==> src/common/fetch_pkg.sv <==
// fetch front end shared types
// words, redirect causes and stage packets
package fetch_pkg;

  // basic machine word
  typedef logic [31:0] word_t;  // address or instruction

  // why the backend moved the fetch path
  typedef enum logic [2:0] {
    RD_BRANCH    = 3'd0,  // branch or jump mispredict
    RD_CSR_FLUSH = 3'd1,  // csr write, resume after it
    RD_IFENCE    = 3'd2,  // fence.i, resume after it
    RD_PRIV      = 3'd3,  // trap entry or xret vector
    RD_INTR      = 3'd4   // interrupt, refetch current pc
  } redirect_cause_t;

  // backend redirect request
  typedef struct packed {
    logic            valid;
    redirect_cause_t cause;
    word_t           pc;     // target, flushing instr pc or trap vector
  } redirect_t;

  // branch resolution from the backend
  typedef struct packed {
    logic  valid;
    word_t pc;      // pc of the resolved branch
    word_t target;  // resolved target
    logic  taken;
  } bp_update_t;

  // one instruction handed to decode
  typedef struct packed {
    logic  valid;
    word_t pc;
    word_t instr;
    logic  predicted_taken;  // btb steered fetch away from pc+4
  } fetch_packet_t;

  // btb lookup result for fetch1
  typedef struct packed {
    logic  taken;   // hit and counter says taken
    word_t target;
  } prediction_t;

  // sizes used when checking connections
  localparam int WORD_W     = $bits(word_t);
  localparam int REDIRECT_W = $bits(redirect_t);
  localparam int UPDATE_W   = $bits(bp_update_t);
  localparam int PACKET_W   = $bits(fetch_packet_t);
  localparam int PRED_W     = $bits(prediction_t);

  // instruction step, no compressed support
  localparam word_t INSTR_BYTES = 32'd4;

endpackage

==> src/fetch/fetch1_stage.sv <==
`timescale 1ns/1ns
// fetch1 stage
// pc register and next pc select
module fetch1_stage #(
  parameter fetch_pkg::word_t RESET_PC = 32'h8000_0000
) (
  input  logic                   CLK,
  input  logic                   nRST,
  input  logic                   fetch_en,    // request issued this cycle
  input  logic                   load_en,     // redirect or halt
  input  fetch_pkg::word_t       load_pc,     // new path start
  input  fetch_pkg::prediction_t pred,        // btb result for current_pc
  output fetch_pkg::word_t       current_pc,  // also the imem address
  output logic                   pred_taken   // travels with the request
);
  import fetch_pkg::*;

  word_t pc_q;      // fetch pc
  word_t pc_plus4;  // sequential successor
  word_t pred_npc;  // successor after prediction
  word_t next_pc;

  assign pc_plus4 = pc_q + INSTR_BYTES;
  assign pred_npc = pred.taken ? pred.target : pc_plus4;  // taken hit wins

  // load beats fetch beats hold
  always_comb begin
    next_pc = pc_q;  // stalled pc stays
    if (load_en) begin
      next_pc = load_pc;  // new path from controller
    end else if (fetch_en) begin
      next_pc = pred_npc;  // advance past the issued fetch
    end
  end

  always_ff @(posedge CLK, negedge nRST) begin
    if (!nRST) begin
      pc_q <= RESET_PC;
    end else begin
      pc_q <= next_pc;
    end
  end

  assign current_pc = pc_q;
  assign pred_taken = pred.taken;  // latched by fetch2 with the pc

  // a load and a fetch in one cycle would issue
  // a request for a pc that fetch1 is already leaving
  property p_load_excl_fetch;
    @(posedge CLK) disable iff (!nRST)
      !(load_en && fetch_en);
  endproperty

  a_load_excl_fetch: assert property (p_load_excl_fetch)
    else $error("fetch1: load_en and fetch_en high together");

endmodule

==> src/fetch/branch_predictor.sv <==
`timescale 1ns/1ns
// branch target buffer
// direct mapped, 2-bit counters
module branch_predictor #(
  parameter int BTB_ENTRIES = 16  // power of two
) (
  input  logic                   CLK,
  input  logic                   nRST,
  input  fetch_pkg::word_t       current_pc,  // lookup address
  input  fetch_pkg::bp_update_t  update,      // training from backend
  output fetch_pkg::prediction_t pred
);
  import fetch_pkg::*;

  localparam int IDX_W = $clog2(BTB_ENTRIES);
  localparam int TAG_W = 30 - IDX_W;  // pc bits above the index

  // one btb line
  typedef struct packed {
    logic [TAG_W-1:0] tag;
    word_t            target;
    logic [1:0]       ctr;  // 0,1 not taken; 2,3 taken
  } btb_entry_t;

  btb_entry_t             entries [BTB_ENTRIES];  // payload array
  logic [BTB_ENTRIES-1:0] entry_valid;

  logic [IDX_W-1:0] rd_idx;
  logic [TAG_W-1:0] rd_tag;
  btb_entry_t       rd_entry;
  logic             rd_hit;

  logic [IDX_W-1:0] wr_idx;
  logic [TAG_W-1:0] wr_tag;
  btb_entry_t       wr_entry;  // current contents at the update slot
  btb_entry_t       new_entry;
  logic             wr_hit;
  logic             wr_en;

  // lookup, combinational on the fetch pc
  assign rd_idx   = current_pc[IDX_W+1:2];
  assign rd_tag   = current_pc[31:IDX_W+2];
  assign rd_entry = entries[rd_idx];
  assign rd_hit   = entry_valid[rd_idx] && (rd_entry.tag == rd_tag);

  assign pred.taken  = rd_hit && rd_entry.ctr[1];  // msb set means taken
  assign pred.target = rd_entry.target;

  // training side
  assign wr_idx   = update.pc[IDX_W+1:2];
  assign wr_tag   = update.pc[31:IDX_W+2];
  assign wr_entry = entries[wr_idx];
  assign wr_hit   = entry_valid[wr_idx] && (wr_entry.tag == wr_tag);
  assign wr_en    = update.valid && (wr_hit || update.taken);  // nt miss ignored

  always_comb begin
    new_entry        = wr_entry;
    new_entry.target = update.target;  // refresh target every write
    if (wr_hit) begin
      if (update.taken && (wr_entry.ctr != 2'b11)) begin
        new_entry.ctr = wr_entry.ctr + 2'd1;  // strengthen taken
      end else if (!update.taken && (wr_entry.ctr != 2'b00)) begin
        new_entry.ctr = wr_entry.ctr - 2'd1;  // lean not taken
      end
    end else begin
      new_entry.tag = wr_tag;  // allocate, replaces whatever was there
      new_entry.ctr = 2'b10;   // weakly taken
    end
  end

  always_ff @(posedge CLK) begin
    if (wr_en) begin
      entries[wr_idx] <= new_entry;
    end
  end

  always_ff @(posedge CLK, negedge nRST) begin
    if (!nRST) begin
      entry_valid <= '0;
    end else if (wr_en) begin
      entry_valid[wr_idx] <= 1'b1;
    end
  end

endmodule

==> src/fetch/fetch2_stage.sv <==
`timescale 1ns/1ns
// fetch2 stage
// pairs pc with returning instruction
module fetch2_stage (
  input  logic                     CLK,
  input  logic                     nRST,
  input  logic                     fetch_en,    // request issued this cycle
  input  logic                     squash,      // drop presented packet
  input  fetch_pkg::word_t         current_pc,
  input  logic                     pred_taken,
  input  fetch_pkg::word_t         imem_rdata,  // data for last cycle's request
  output fetch_pkg::fetch_packet_t packet,
  output logic                     inflight     // request awaiting its data
);
  import fetch_pkg::*;

  logic  valid_q;  // a request went out last cycle
  word_t pc_q;
  logic  taken_q;

  // in-flight flag
  always_ff @(posedge CLK, negedge nRST) begin
    if (!nRST) begin
      valid_q <= 1'b0;
    end else if (squash) begin
      valid_q <= 1'b0;  // old path gone
    end else begin
      valid_q <= fetch_en;  // one cycle memory latency
    end
  end

  // request payload
  always_ff @(posedge CLK) begin
    if (fetch_en) begin
      pc_q    <= current_pc;
      taken_q <= pred_taken;
    end
  end

  assign packet.valid           = valid_q && !squash;
  assign packet.pc              = pc_q;
  assign packet.instr           = imem_rdata;  // memory answers now
  assign packet.predicted_taken = taken_q;

  assign inflight = valid_q;

  // squash must kill the packet in the same cycle
  property p_squash_kills;
    @(posedge CLK) disable iff (!nRST)
      squash |-> !packet.valid;
  endproperty

  a_squash_kills: assert property (p_squash_kills)
    else $error("fetch2: packet valid during squash");

endmodule

==> src/verilog/fetch_control.sv <==
`timescale 1ns/1ns
// fetch controller
// redirects, credits and squash
module fetch_control #(
  parameter fetch_pkg::word_t RESET_PC   = 32'h8000_0000,
  parameter int               FQ_CREDITS = 4  // decode queue depth
) (
  input  logic                 CLK,
  input  logic                 nRST,
  input  logic                 halt,
  input  fetch_pkg::redirect_t redirect,
  input  fetch_pkg::word_t     current_pc,
  input  logic                 inflight,       // fetch2 holds a request
  input  logic                 packet_sent,    // valid packet to decode
  input  logic                 credit_return,  // decode freed one slot
  output logic                 fetch_en,
  output logic                 load_en,
  output logic                 squash,
  output fetch_pkg::word_t     load_pc
);
  import fetch_pkg::*;

  localparam int            CW   = $clog2(FQ_CREDITS + 1);
  localparam logic [CW-1:0] FULL = CW'(FQ_CREDITS);

  logic [CW-1:0] credits;          // free decode slots
  logic [CW-1:0] inflight_cnt;     // 0 or 1 in credit width
  word_t         redirect_target;
  logic          credit_ok;

  // target per cause
  always_comb begin
    case (redirect.cause)
      RD_BRANCH:    redirect_target = redirect.pc;                // resolved target
      RD_PRIV:      redirect_target = redirect.pc;                // trap vector
      RD_CSR_FLUSH: redirect_target = redirect.pc + INSTR_BYTES;  // after the csr op
      RD_IFENCE:    redirect_target = redirect.pc + INSTR_BYTES;  // after fence.i
      RD_INTR:      redirect_target = current_pc;                 // refetch
      default:      redirect_target = redirect.pc;
    endcase
  end

  assign load_en = halt || redirect.valid;
  assign squash  = load_en;                                  // old path dies
  assign load_pc = halt ? RESET_PC : redirect_target;       // halt has priority

  // keep one slot back for a packet already on its way
  assign inflight_cnt = CW'(inflight);
  assign credit_ok    = credits > inflight_cnt;
  assign fetch_en     = !load_en && credit_ok;

  // credit counter
  always_ff @(posedge CLK, negedge nRST) begin
    if (!nRST) begin
      credits <= FULL;
    end else if (halt) begin
      credits <= FULL;  // queue restarts empty
    end else begin
      case ({packet_sent, credit_return})
        2'b10:   credits <= credits - CW'(1);  // packet took a slot
        2'b01:   credits <= credits + CW'(1);  // decode freed a slot
        default: credits <= credits;           // none or both
      endcase
    end
  end

  // counter bound
  property p_credit_bound;
    @(posedge CLK) disable iff (!nRST)
      credits <= FULL;
  endproperty

  a_credit_bound: assert property (p_credit_bound)
    else $error("fetch_control: credits above FQ_CREDITS");

  // decode cannot free a slot it never got
  property p_no_extra_return;
    @(posedge CLK) disable iff (!nRST)
      credit_return |-> (credits != FULL);
  endproperty

  a_no_extra_return: assert property (p_no_extra_return)
    else $error("fetch_control: credit_return with full credits");

endmodule

==> src/verilog/fetch_frontend.sv <==
`timescale 1ns/1ns
// fetch front end top
module fetch_frontend #(
  parameter fetch_pkg::word_t RESET_PC    = 32'h8000_0000,
  parameter int               BTB_ENTRIES = 16,
  parameter int               FQ_CREDITS  = 4
) (
  input  logic                     CLK,
  input  logic                     nRST,
  input  logic                     halt,
  input  fetch_pkg::redirect_t     redirect,       // from backend
  input  fetch_pkg::bp_update_t    bp_update,      // from backend
  input  fetch_pkg::word_t         imem_rdata,
  input  logic                     credit_return,  // from decode
  output logic                     imem_req,
  output fetch_pkg::word_t         imem_addr,
  output fetch_pkg::fetch_packet_t packet          // to decode
);
  import fetch_pkg::*;

  word_t       current_pc;
  word_t       load_pc;
  prediction_t pred;
  logic        pred_taken;
  logic        fetch_en;
  logic        load_en;
  logic        squash;
  logic        inflight;

  assign imem_req  = fetch_en;
  assign imem_addr = current_pc;

  fetch1_stage #(.RESET_PC(RESET_PC)) u_fetch1 (
    .CLK, .nRST, .fetch_en, .load_en, .load_pc, .pred, .current_pc, .pred_taken
  );

  branch_predictor #(.BTB_ENTRIES(BTB_ENTRIES)) u_btb (
    .CLK, .nRST, .current_pc, .update(bp_update), .pred
  );

  fetch2_stage u_fetch2 (
    .CLK, .nRST, .fetch_en, .squash, .current_pc, .pred_taken, .imem_rdata,
    .packet, .inflight
  );

  fetch_control #(
    .RESET_PC  (RESET_PC),
    .FQ_CREDITS(FQ_CREDITS)
  ) u_ctrl (
    .CLK, .nRST, .halt, .redirect, .current_pc, .inflight,
    .packet_sent(packet.valid),  // each sent packet costs a credit
    .credit_return, .fetch_en, .load_en, .squash, .load_pc
  );

endmodule

==> config.mk <==
export PLATFORM = sky130hd
export DESIGN_NAME = fetch_frontend
export DESIGN_NICKNAME = d
export VERILOG_FILES = /design/src/common/fetch_pkg.sv /design/src/fetch/fetch1_stage.sv /design/src/fetch/branch_predictor.sv /design/src/fetch/fetch2_stage.sv /design/src/verilog/fetch_control.sv /design/src/verilog/fetch_frontend.sv
export SDC_FILE = /design/constraint.sdc
export NUM_CORES = 1
export LEC_CHECK = 0
export ABC_CLOCK_PERIOD_IN_PS = 12000
export BUFFER_PORTS_ARGS = -buffer_cell sky130_fd_sc_hd__buf_2
export CORE_ASPECT_RATIO = 0.9
export CORE_MARGIN = 10
export CORE_UTILIZATION = 42
export DETAILED_ROUTE_END_ITERATION = 12
export SLEW_MARGIN = 25
export SYNTH_ARGS = -nofsm -noshare
export SYNTH_HDL_FRONTEND = slang
export SYNTH_SLANG_ARGS = --single-unit
==> constraint.sdc <==
create_clock -name CLK -period 12 [get_ports CLK]
set_input_delay 0 -clock CLK [delete_from_list [all_inputs] [get_ports CLK]]
set_output_delay 0 -clock CLK [all_outputs]
set_load 0.005 [all_outputs]
Word level (Yosys, flattened, before mapping)
Memories as Yosys holds them, arrays and structs flattened.
Index checks and enable logic that the tools add are counted.
{"block": "op_classes", "n_addsub": 6, "order_cmp": 4, "eq_ne": 9, "mux": 20, "bitwise_logic": 1, "n_reduce_logical": 18}
{"cell": "$mux W32", "count": 4}
{"cell": "$add A32 B3 Y32 const B", "count": 2}
{"cell": "$pmux W32 S2", "count": 1}
{"cell": "$eq A26 B26 Y1", "count": 2}
{"cell": "$mux W26", "count": 1}
{"cell": "$or A16 B16 Y16", "count": 1}
{"cell": "$lt A4 B5 Y1 const B", "count": 2}
{"cell": "$logic_and A1 B1 Y1", "count": 9}
{"cell": "$bmux W1 S4", "count": 2}
{"cell": "$mux W1", "count": 6}
{"cell": "$mux W2", "count": 3}
{"cell": "$pmux W3 S2", "count": 1}
{"cell": "$demux W1 S4", "count": 1}
{"cell": "$ge A4 B1 Y1 const B", "count": 1}
{"cell": "$reduce_bool A2 Y1", "count": 2}
{"cell": "$add A3 B1 Y3 const B", "count": 1}
{"cell": "$eq A3 B1 Y1 const B", "count": 1}
{"cell": "$eq A3 B2 Y1 const B", "count": 1}
{"cell": "$eq A3 B3 Y1 const B", "count": 1}
{"cell": "$gt A3 B1 Y1", "count": 1}
{"cell": "$mux W3", "count": 1}
{"cell": "$ne A3 B3 Y1 const B", "count": 1}
{"cell": "$reduce_bool A3 Y1", "count": 1}
{"cell": "$sub A3 B1 Y3 const B", "count": 1}
{"cell": "9 further kinds", "count": 11}
{"block": "word_totals", "regBits": 85, "ramBits": 960, "out_inout_bits": 99, "elab_cells": 65, "mem_count": 1}
{"name": "u_btb.entries", "depth": 16, "width": 60, "rd": 2, "rd_clocked_by_memory_dff": 0, "wr": 1, "line": "branch_predictor.sv:25", "text": "btb_entry_t entries [BTB_ENTRIES];"}

Longest topological paths before layout
Gate-level depths: netlist (run 1).
{"block": "logic_depth", "ltp_word": 7, "depth_mapped": 16}

By module
A second synthesis (run 1) with hierarchy kept.
{"block": "hier_totals", "hier_cells": 2573, "area_unflattened_um2": 46861.2}
{"mod": "branch_predictor", "instances": 1, "cells_per_inst": 1967, "area_per_inst_um2": 41758.8, "seq_area_each_um2": 29228.0}
{"mod": "fetch1_stage", "instances": 1, "cells_per_inst": 307, "area_per_inst_um2": 2392.3, "seq_area_each_um2": 802.0}
{"mod": "fetch_control", "instances": 1, "cells_per_inst": 230, "area_per_inst_um2": 1433.9, "seq_area_each_um2": 76.3}
{"mod": "fetch2_stage", "instances": 1, "cells_per_inst": 69, "area_per_inst_um2": 1276.2, "seq_area_each_um2": 1016.0}

Worst setup path after synthesis (run 1)
OpenSTA, ideal clock, no wires.
{"block": "synth_timing", "path_type": "reg-to-reg", "from": "mem u_btb.entries[7][42] (netlist bit)", "to": "mem u_btb.entries[12][0] (netlist bit), enable pin", "arrival_ps": 8324, "t_required_ps": 11372, "path_slack_ps": 3048, "stages_incl_launch_ff": 10, "path_buffers": 1, "synth_period_minus_slack_ps": 8952, "path_cell_list": "edfxtp_1 -> mux4_2 -> mux4_2 -> xor2_1 -> nand2b_1 -> or4_1 -> nor4_2 -> a41oi_1 -> buf_2 -> nor4_1"}
{"element": "start, declared", "line": "branch_predictor.sv:25"}

Final worst setup path (run 1)
{"block": "layout_timing", "from": "in bp_update[35] (netlist bit)", "to": "mem u_btb.entries[8][50] (netlist bit), enable pin"}
{"block": "layout_between", "elab_chain_len": 7}
{"element": "start, declared", "line": "fetch_frontend.sv:12", "text": "input fetch_pkg::bp_update_t bp_update,"}
{"element": "$mem_v2 Z16 W60 / $bmux W1 S4 (equally long branches)"}
{"element": "$eq A26 B26 Y1 / $mux W1 (equally long branches)", "line": "branch_predictor.sv:53", "text": "assign wr_hit = entry_valid[wr_idx] && (wr_entry.tag == wr_tag);"}
{"element": "$logic_and A1 B1 Y1", "line": "branch_predictor.sv:53"}
{"element": "$logic_or A1 B1 Y1", "line": "branch_predictor.sv:54", "text": "assign wr_en = update.valid && (wr_hit || update.taken);"}
{"element": "$logic_and A1 B1 Y1", "line": "branch_predictor.sv:54"}
{"element": "$mux W1", "line": "branch_predictor.sv:72", "text": "if (wr_en) begin"}
{"element": "$mux W1 (implied by the code)", "line": "branch_predictor.sv:73", "text": "entries[wr_idx] <= new_entry;"}
Several ways; a longest one is shown, not always the timed one. The select of a mux whose other input is x is not followed.

==> impl_metrics.tcl, run 1 <==
set metrics [dict create \
    synth_top_area_cell "edfxtp_1" \
    grt_pass1_wl_um 197000 \
    ir_worst_vdd_mv 0.140 \
    syn2layout_area_growth_pct 14.8 \
    synth_top_area_share 0.638 \
    critPathMaxFanout 39 \
    synth_cell_type_count 85 \
    first_iter_violations 2970 \
    outcome "finished clean" \
    synthFlopType "edfxtp_1" \
    final_hold_viol_count 0 \
    synth_area_leaders "edfxtp_1, mux4_2, dfrtp_1" \
    rsz0062_at_grt "false" \
    power_uw 8490 \
    boundaryPins 237 \
    fmax_ghz 0.151 \
    htreeDepth 3 \
    p_leak_uw 0.0175 \
    critPathSlowestCell "nor3_4" \
    period_share 0.552 \
    ant_nets 0 \
    layout.nets 2845 \
    grt_overflow_total 0 \
    tightest_slew_ns 1.10 \
    syn_nets 2608 \
    io_buffers 170 \
    cp-end-kind "flip-flop" \
    setup_viol_count_final 0 \
    cts.sinks 1045 \
    cp.required_ns 12.32 \
    ys_ff_latch 1045 \
    path_cells "buf_6 > buf_4 > buf_4 > mux4_2 > mux2i_1 > xnor2_1 > nor3_1 > a31oi_1 > nor4_2 > a41oi_4 > or3_1 > nor3_4 > buf_4 > buf_4" \
    fillCellCount 9200 \
    die_x_um 372 \
    root_buffer "clkbuf_16" \
    wl_um 138000 \
    final_cells 4268 \
    r2r_slack_ns 5.88 \
    hp-class "input pin to output pin" \
    die-area_sq_um 125000 \
    crit_path_max_incr_delay_ns 0.86 \
    maxCapViolations 0 \
    synthesis.area_sq_um 46800 \
    grt_antenna_before_repair 9 \
    period_needed_ns 6.62 \
    avgSynthCellArea_sq_um 19.0 \
    start_kind "input pin" \
    power_density_nw_per_um2 158 \
    ys_seq_area_frac 0.666 \
    crit_family "buffers and inverters" \
    yosys-top-cells-count "edfxtp_1, mux4_2, mux2i_1" \
    gr-usage-all-layers 0.218 \
    vias 26366 \
    drive_gt1_frac 0.304 \
    gp_congestion 0.928 \
    synth-async-reset-ratio 0.0498 \
    synth-edff-count 993 \
    worst_path_most_repeated_cell "buf_4" \
    placementRows 116 \
    relSlewSlack 0.258 \
    via_per_inst 6.18 \
    cts_buffers 105 \
    avgRoutedWirePerCell_um 32.3 \
    grt_max_degree 100 \
    cts_tree "yes" \
    drt_pass1_iterations 5 \
    clockBufferDepth 3 \
    maxSlewViolCount 0 \
    dp_cells 3958 \
    postCtsSetupRepairBufs 0 \
    initial_core_util 0.422 \
    core_sq_um 111000 \
    fin_skew_ns 0.0415 \
    crit_type "input pin to flip-flop" \
    syn_inst 2464 \
    die_h_um 337 \
    critPathBufInv 5 \
    drc 0 \
    yosysWarningCount 0 \
    layout_setup_ws_ns 5.38 \
    place_ws_ns 4.37 \
    clk_latency_ns 0.70 \
    synth_most_common_cell "edfxtp_1" \
    dp_hpwl_um 84000 \
    tns_ns 0 \
    path_clk_slew_ns 0.06 \
    arrival_ns 6.94 \
    grt_pass1_vias 26970 \
]
[flip-flops by register name, summed over array words and instances (netlist names)]
signal	cells
u_btb.entry_valid	16
u_btb.entries	960
u_fetch2.pc_q	32
u_fetch2.inflight	1
u_ctrl.credits	3
u_fetch2.taken_q	1
u_fetch1.current_pc	32
[report_power, final]
| group | leakage (uW) | internal, uW | switching (uW) |
|---|---|---|---|
| sequential | 0.00964 | 4060 | 74.9 |
| combinational | 0.00608 | 429 | 530 |
| clock | 0.00174 | 1960 | 1430 |
| total | 0.0175 | 6450 | 2030 |
[cell type report]
class,instances,area [sq um],area share
flip-flops and latches,1045,31100,0.580
multi-input cells,1169,14500,0.270
clock buffers,126,2780,0.0517
repair buffers,343,2480,0.0463
well taps,1475,1850,0.0344
clock inverters,70,818,0.0152
inverters,37,143,0.00266
diodes,3,7.51,0.000140
[worst register-to-register path, cell delays in order, from the launching register on]
cell	delay, ns
edfxtp_1	0.39
mux4_2	0.51
mux4_2	0.50
xnor2_1	0.57
o211a_1	0.25
o21ai_0	0.09
nor4_2	0.35
a41oi_4	0.39
or3_1	0.68
nor3_4	0.86
buf_4	0.49
buf_4	0.64
[layout by cell type (no fill, tap or decap), drive strengths merged, types with 39 or more instances in the layout]
master and instances:
o21ai 39, nor2 56, mux4 393, nand2 89, dlygate4sd3 111, clkinv 48
mux2i 109, clkbuf 126, dfrtp 50, edfxtp 993, xnor2 72, buf 232
[repair_timing]
action,4_1_cts,5_1_grt
gates resized for setup,0,0
endpoints found under the hold margin,1016,0
hold buffers,111,0
[path summary, 6_finish.rpt]
kind | startpoint | to | cells after the start
max | bp_update[35] | u_btb.entries[8][50] | 14
min | imem_rdata[24] | packet[25] | 0
max reg2reg | u_btb.entries[7][56] | u_btb.entries[8][50] | 11
min reg2reg | u_btb.entry_valid[4] | u_btb.entry_valid[4] | 1
max in group asynchronous | nRST | u_fetch1.current_pc[4] | 3
min in group asynchronous | nRST | u_fetch1.current_pc[13] | 3
[layer usage]
metal,wire [um],vias up,track usage
met4,3840,6,0.0619
li1,-,10670,-
met2,63200,1424,0.331
met3,13700,250,0.0537
met5,34,-,0
met1,56900,14016,0.310
[logic make-up (layout without fill, tap and decap cells)]
family,after synthesis,count (layout),synth area share
other cells,0,3,0
fa+ha+maj,6,6,0.00177
buf+inv,250,576,0.0278
flops,1045,1045,0.666
compound gates,215,215,0.0328
xor+xnor,102,102,0.0191
simple gates,332,332,0.0373
mux,514,514,0.216
[per-stage QoR]
stage / utilization / hold WS (ns) / cell area, sq um
2_1_floorplan: - / -0.296 / 46800
3_3_place_gp: 0.441 / 0.0000453 / 48900
3_5_place_dp: 0.441 / 0.0000453 / 49000
4_1_cts: 0.484 / 0.0000453 / 53700
5_1_grt: 0.484 / 0.0000162 / 53700
6_report: 0.484 / 0.00000199 / 53700
Note: power is estimated with default switching activity, not from simulation.
==> run 2: changes to the inputs <==
--- a/config.mk
+++ b/config.mk
@@ -5,7 +5,8 @@
 export SDC_FILE = /design/constraint.sdc
 export NUM_CORES = 1
 export LEC_CHECK = 0
-export ABC_CLOCK_PERIOD_IN_PS = 12000
+export ABC_AREA = 1
+export ABC_CLOCK_PERIOD_IN_PS = 5350
 export BUFFER_PORTS_ARGS = -buffer_cell sky130_fd_sc_hd__buf_2
 export CORE_ASPECT_RATIO = 0.9
 export CORE_MARGIN = 10
==> constraint.sdc (replaced) <==
create_clock -name CLK -period 5.35 [get_ports CLK]
set_input_delay 0 -clock CLK [delete_from_list [all_inputs] [get_ports CLK]]
set_output_delay 0 -clock CLK [all_outputs]
set_load 0.005 [all_outputs]
==> impl_metrics.tcl, run 2 <==
set metrics [dict create \
    outcome "finished clean" \
    fin_util 0.489 \
    die_h_um 343 \
    tns_ns 0 \
    hp-class "input pin to output pin" \
    tightest_slew_ns 1.04 \
    drive_gt1_frac 0.101 \
    synth_top_area_cell "edfxtp_1" \
    grt_max_degree 175 \
    synth_cell_type_count 45 \
    vias 37022 \
    hold_start "imem_rdata[12]" \
    clkPwrFrac 0.381 \
    grt_pass1_wl_um 228000 \
    p_leak_uw 0.0218 \
    fmax_ghz 0.200 \
    drt_pass1_iterations 6 \
    clk_latency_ns 0.73 \
    drc 0 \
    grt_pass1_vias 34637 \
    path_cells "inv_8 > buf_4 > nand3_1 > nand3_1 > nand2_1 > inv_1 > nand2_1 > nor2_1 > nand3_1 > nor2_4 > nand2_4 > nand2_1 > nand3_1 > nand3_1 > dlygate4sd3_1 > nand2_1 > dlygate4sd3_1" \
    synth_compound_area_frac 0.104 \
    synth_top_family_by_area "simple AND/OR/NAND/NOR gates" \
    synthFlopType "edfxtp_1" \
    largest_register_ffs 960 \
    power_uw 20800 \
    relSlewSlack 0.302 \
    ant_nets 0 \
    via_per_inst 5.59 \
    cp-end-kind "flip-flop" \
    postCtsSetupRepairBufs 0 \
    crit_path_max_incr_delay_ns 0.70 \
    period_needed_ns 4.99 \
    r2r_slack_ns 0.36 \
    ys_ff_latch 1045 \
    most-common-layout-cells "nand2_1, edfxtp_1, nor2_1, inv_1, o21ai_0" \
    grt_overflow_total 0 \
    placementRows 118 \
    fillCellCount 10237 \
    ir_worst_vdd_mv 0.286 \
    avgRoutedWirePerCell_um 23.5 \
    switching_power_uw 6010 \
    ys_seq_area_frac 0.641 \
    setup_viol_count_final 0 \
    cts_tree "yes" \
    synthSimpleGateAreaFrac 0.177 \
    rsz0062_at_grt "false" \
    synth_area_leaders "edfxtp_1, nand2_1, nor2_1" \
    cts.sinks 1045 \
    wl_um 156000 \
    htreeDepth 3 \
    boundaryPins 237 \
    gr-usage-all-layers 0.233 \
    syn_inst 4835 \
    cp.required_ns 6.00 \
    clockBufferDepth 3 \
    dp_hpwl_um 92200 \
    yosys-top-cells-count "nand2_1, edfxtp_1, nor2_1" \
    maxSlewViolCount 0 \
    die_x_um 378 \
    arrival_ns 5.64 \
    synth_top_area_share 0.614 \
    top_register "u_btb.entries" \
    p_comb_frac 0.170 \
    synthesis.area_sq_um 48500 \
    ctsResizeCount 0 \
    gp_congestion 0.898 \
    synth-async-reset-ratio 0.0498 \
    crit_family "buffers and inverters" \
    layout_commonest_cell "nand2_1" \
    die-area_sq_um 130000 \
    syn_nets 4979 \
    core_sq_um 115000 \
    setup.worst_path.start "u_fetch1.current_pc[3]" \
    synth_mux_area_frac 0 \
    yosys.area_share.adder 0.00170 \
    critPathSlowestCell "dfrtp_4" \
    rr_startpoint "u_fetch1.current_pc[3]" \
    fin_skew_ns 0.0352 \
    io_buffers 170 \
    maxCapViolations 0 \
    synthXorXnorAreaFrac 0.00956 \
    yosysWarningCount 0 \
    intPower_uw 14800 \
    final_hold_viol_count 0 \
    cts_buffers 111 \
    critPathMaxFanout 98 \
    path_clk_slew_ns 0.07 \
    period_share 0.933 \
    grt_antenna_before_repair 5 \
    first_iter_violations 4448 \
    avgSynthCellArea_sq_um 10.0 \
    root_buffer "clkbuf_16" \
    syn2layout_area_growth_pct 15.7 \
    p_seq_frac 0.449 \
    power_density_nw_per_um2 370 \
    synth_most_common_cell "nand2_1" \
    worst_path_most_repeated_cell "nand3_1" \
    swShare 0.289 \
    crit_type "flip-flop to flip-flop" \
    synth-edff-count 993 \
    layout.nets 5171 \
    critPathBufInv 5 \
    start_kind "flip-flop" \
    initial_core_util 0.423 \
]
## run 2: cell types whose count changed in the layout (fill, tap and decap cells not counted), moves of 132 or more
cell,change
a22oi_1,+132
inv_1,+351
mux4_2,-393
nand2_1,+1008
nand3_1,+292
nor2_1,+585
o21ai_0,+332
## run 2: layout make-up
cell class / instances / area, sq um / area share
clock inverter: 73 / 785 / 0.0140
sequential: 1045 / 31100 / 0.554
antenna: 2 / 5.00 / 0.0000891
inverter: 426 / 1660 / 0.0296
clock buffer: 137 / 2950 / 0.0525
multi-input combinational: 3037 / 14300 / 0.254
timing repair buffer: 406 / 3490 / 0.0621
tap: 1500 / 1880 / 0.0334
## run 2: through the flow
step                setup WS, ns  instance area, sq um  hold slack [ns]  std cells
floorplan                   2.02                 48500           -0.296       4835
global placement            1.21                 51000        0.0000346       6278
detailed placement          1.40                 51100        0.0000346       6279
CTS                        0.529                 56100        0.0000346       6624
global route               0.192                 56100        0.0000158       6624
finish                     0.358                 56100       0.00000142       6626
## run 2: timing repair
item,4_1_cts,5_1_grt
endpoints found under the setup margin,0,0
endpoints found under the hold margin,1049,0
hold buffers,135,0
## run 2: path summary, 6_finish.rpt
check,endpoint,cells past startpoint
worst min-delay path,packet[13],0
max in group asynchronous,u_fetch1.current_pc[3],3
worst max-delay path,u_fetch1.current_pc[31],17
min in group asynchronous,u_btb.entry_valid[14],3
worst min register to register,u_fetch2.pc_q[0],0
worst max register to register,u_fetch1.current_pc[31],17
## run 2: per-layer routing
metal,track usage,routed length (um),up-vias
met5,0,0,-
met4,0.0722,4460,0
met3,0.0453,14500,285
met2,0.368,71100,1745
met1,0.325,65600,18064
li1,-,-,16928
## run 2: logic make-up after synthesis
logic type / Yosys count
simple gates: 2128
buf+inv: 753
compound gates: 850
fa+ha+maj: 6
flops: 1045
xor+xnor: 53
## run 2: power by group through the flow
stage          logic, uW  clock network [uW]  registers [uW]
2_1_floorplan       2210                   0            9370
3_3_place_gp        3350                   0            9470
3_5_place_dp        3380                   0            9480
4_1_cts             3490                8010            9310
5_1_grt             3870                8350            9320
6_report            3530                7920            9310
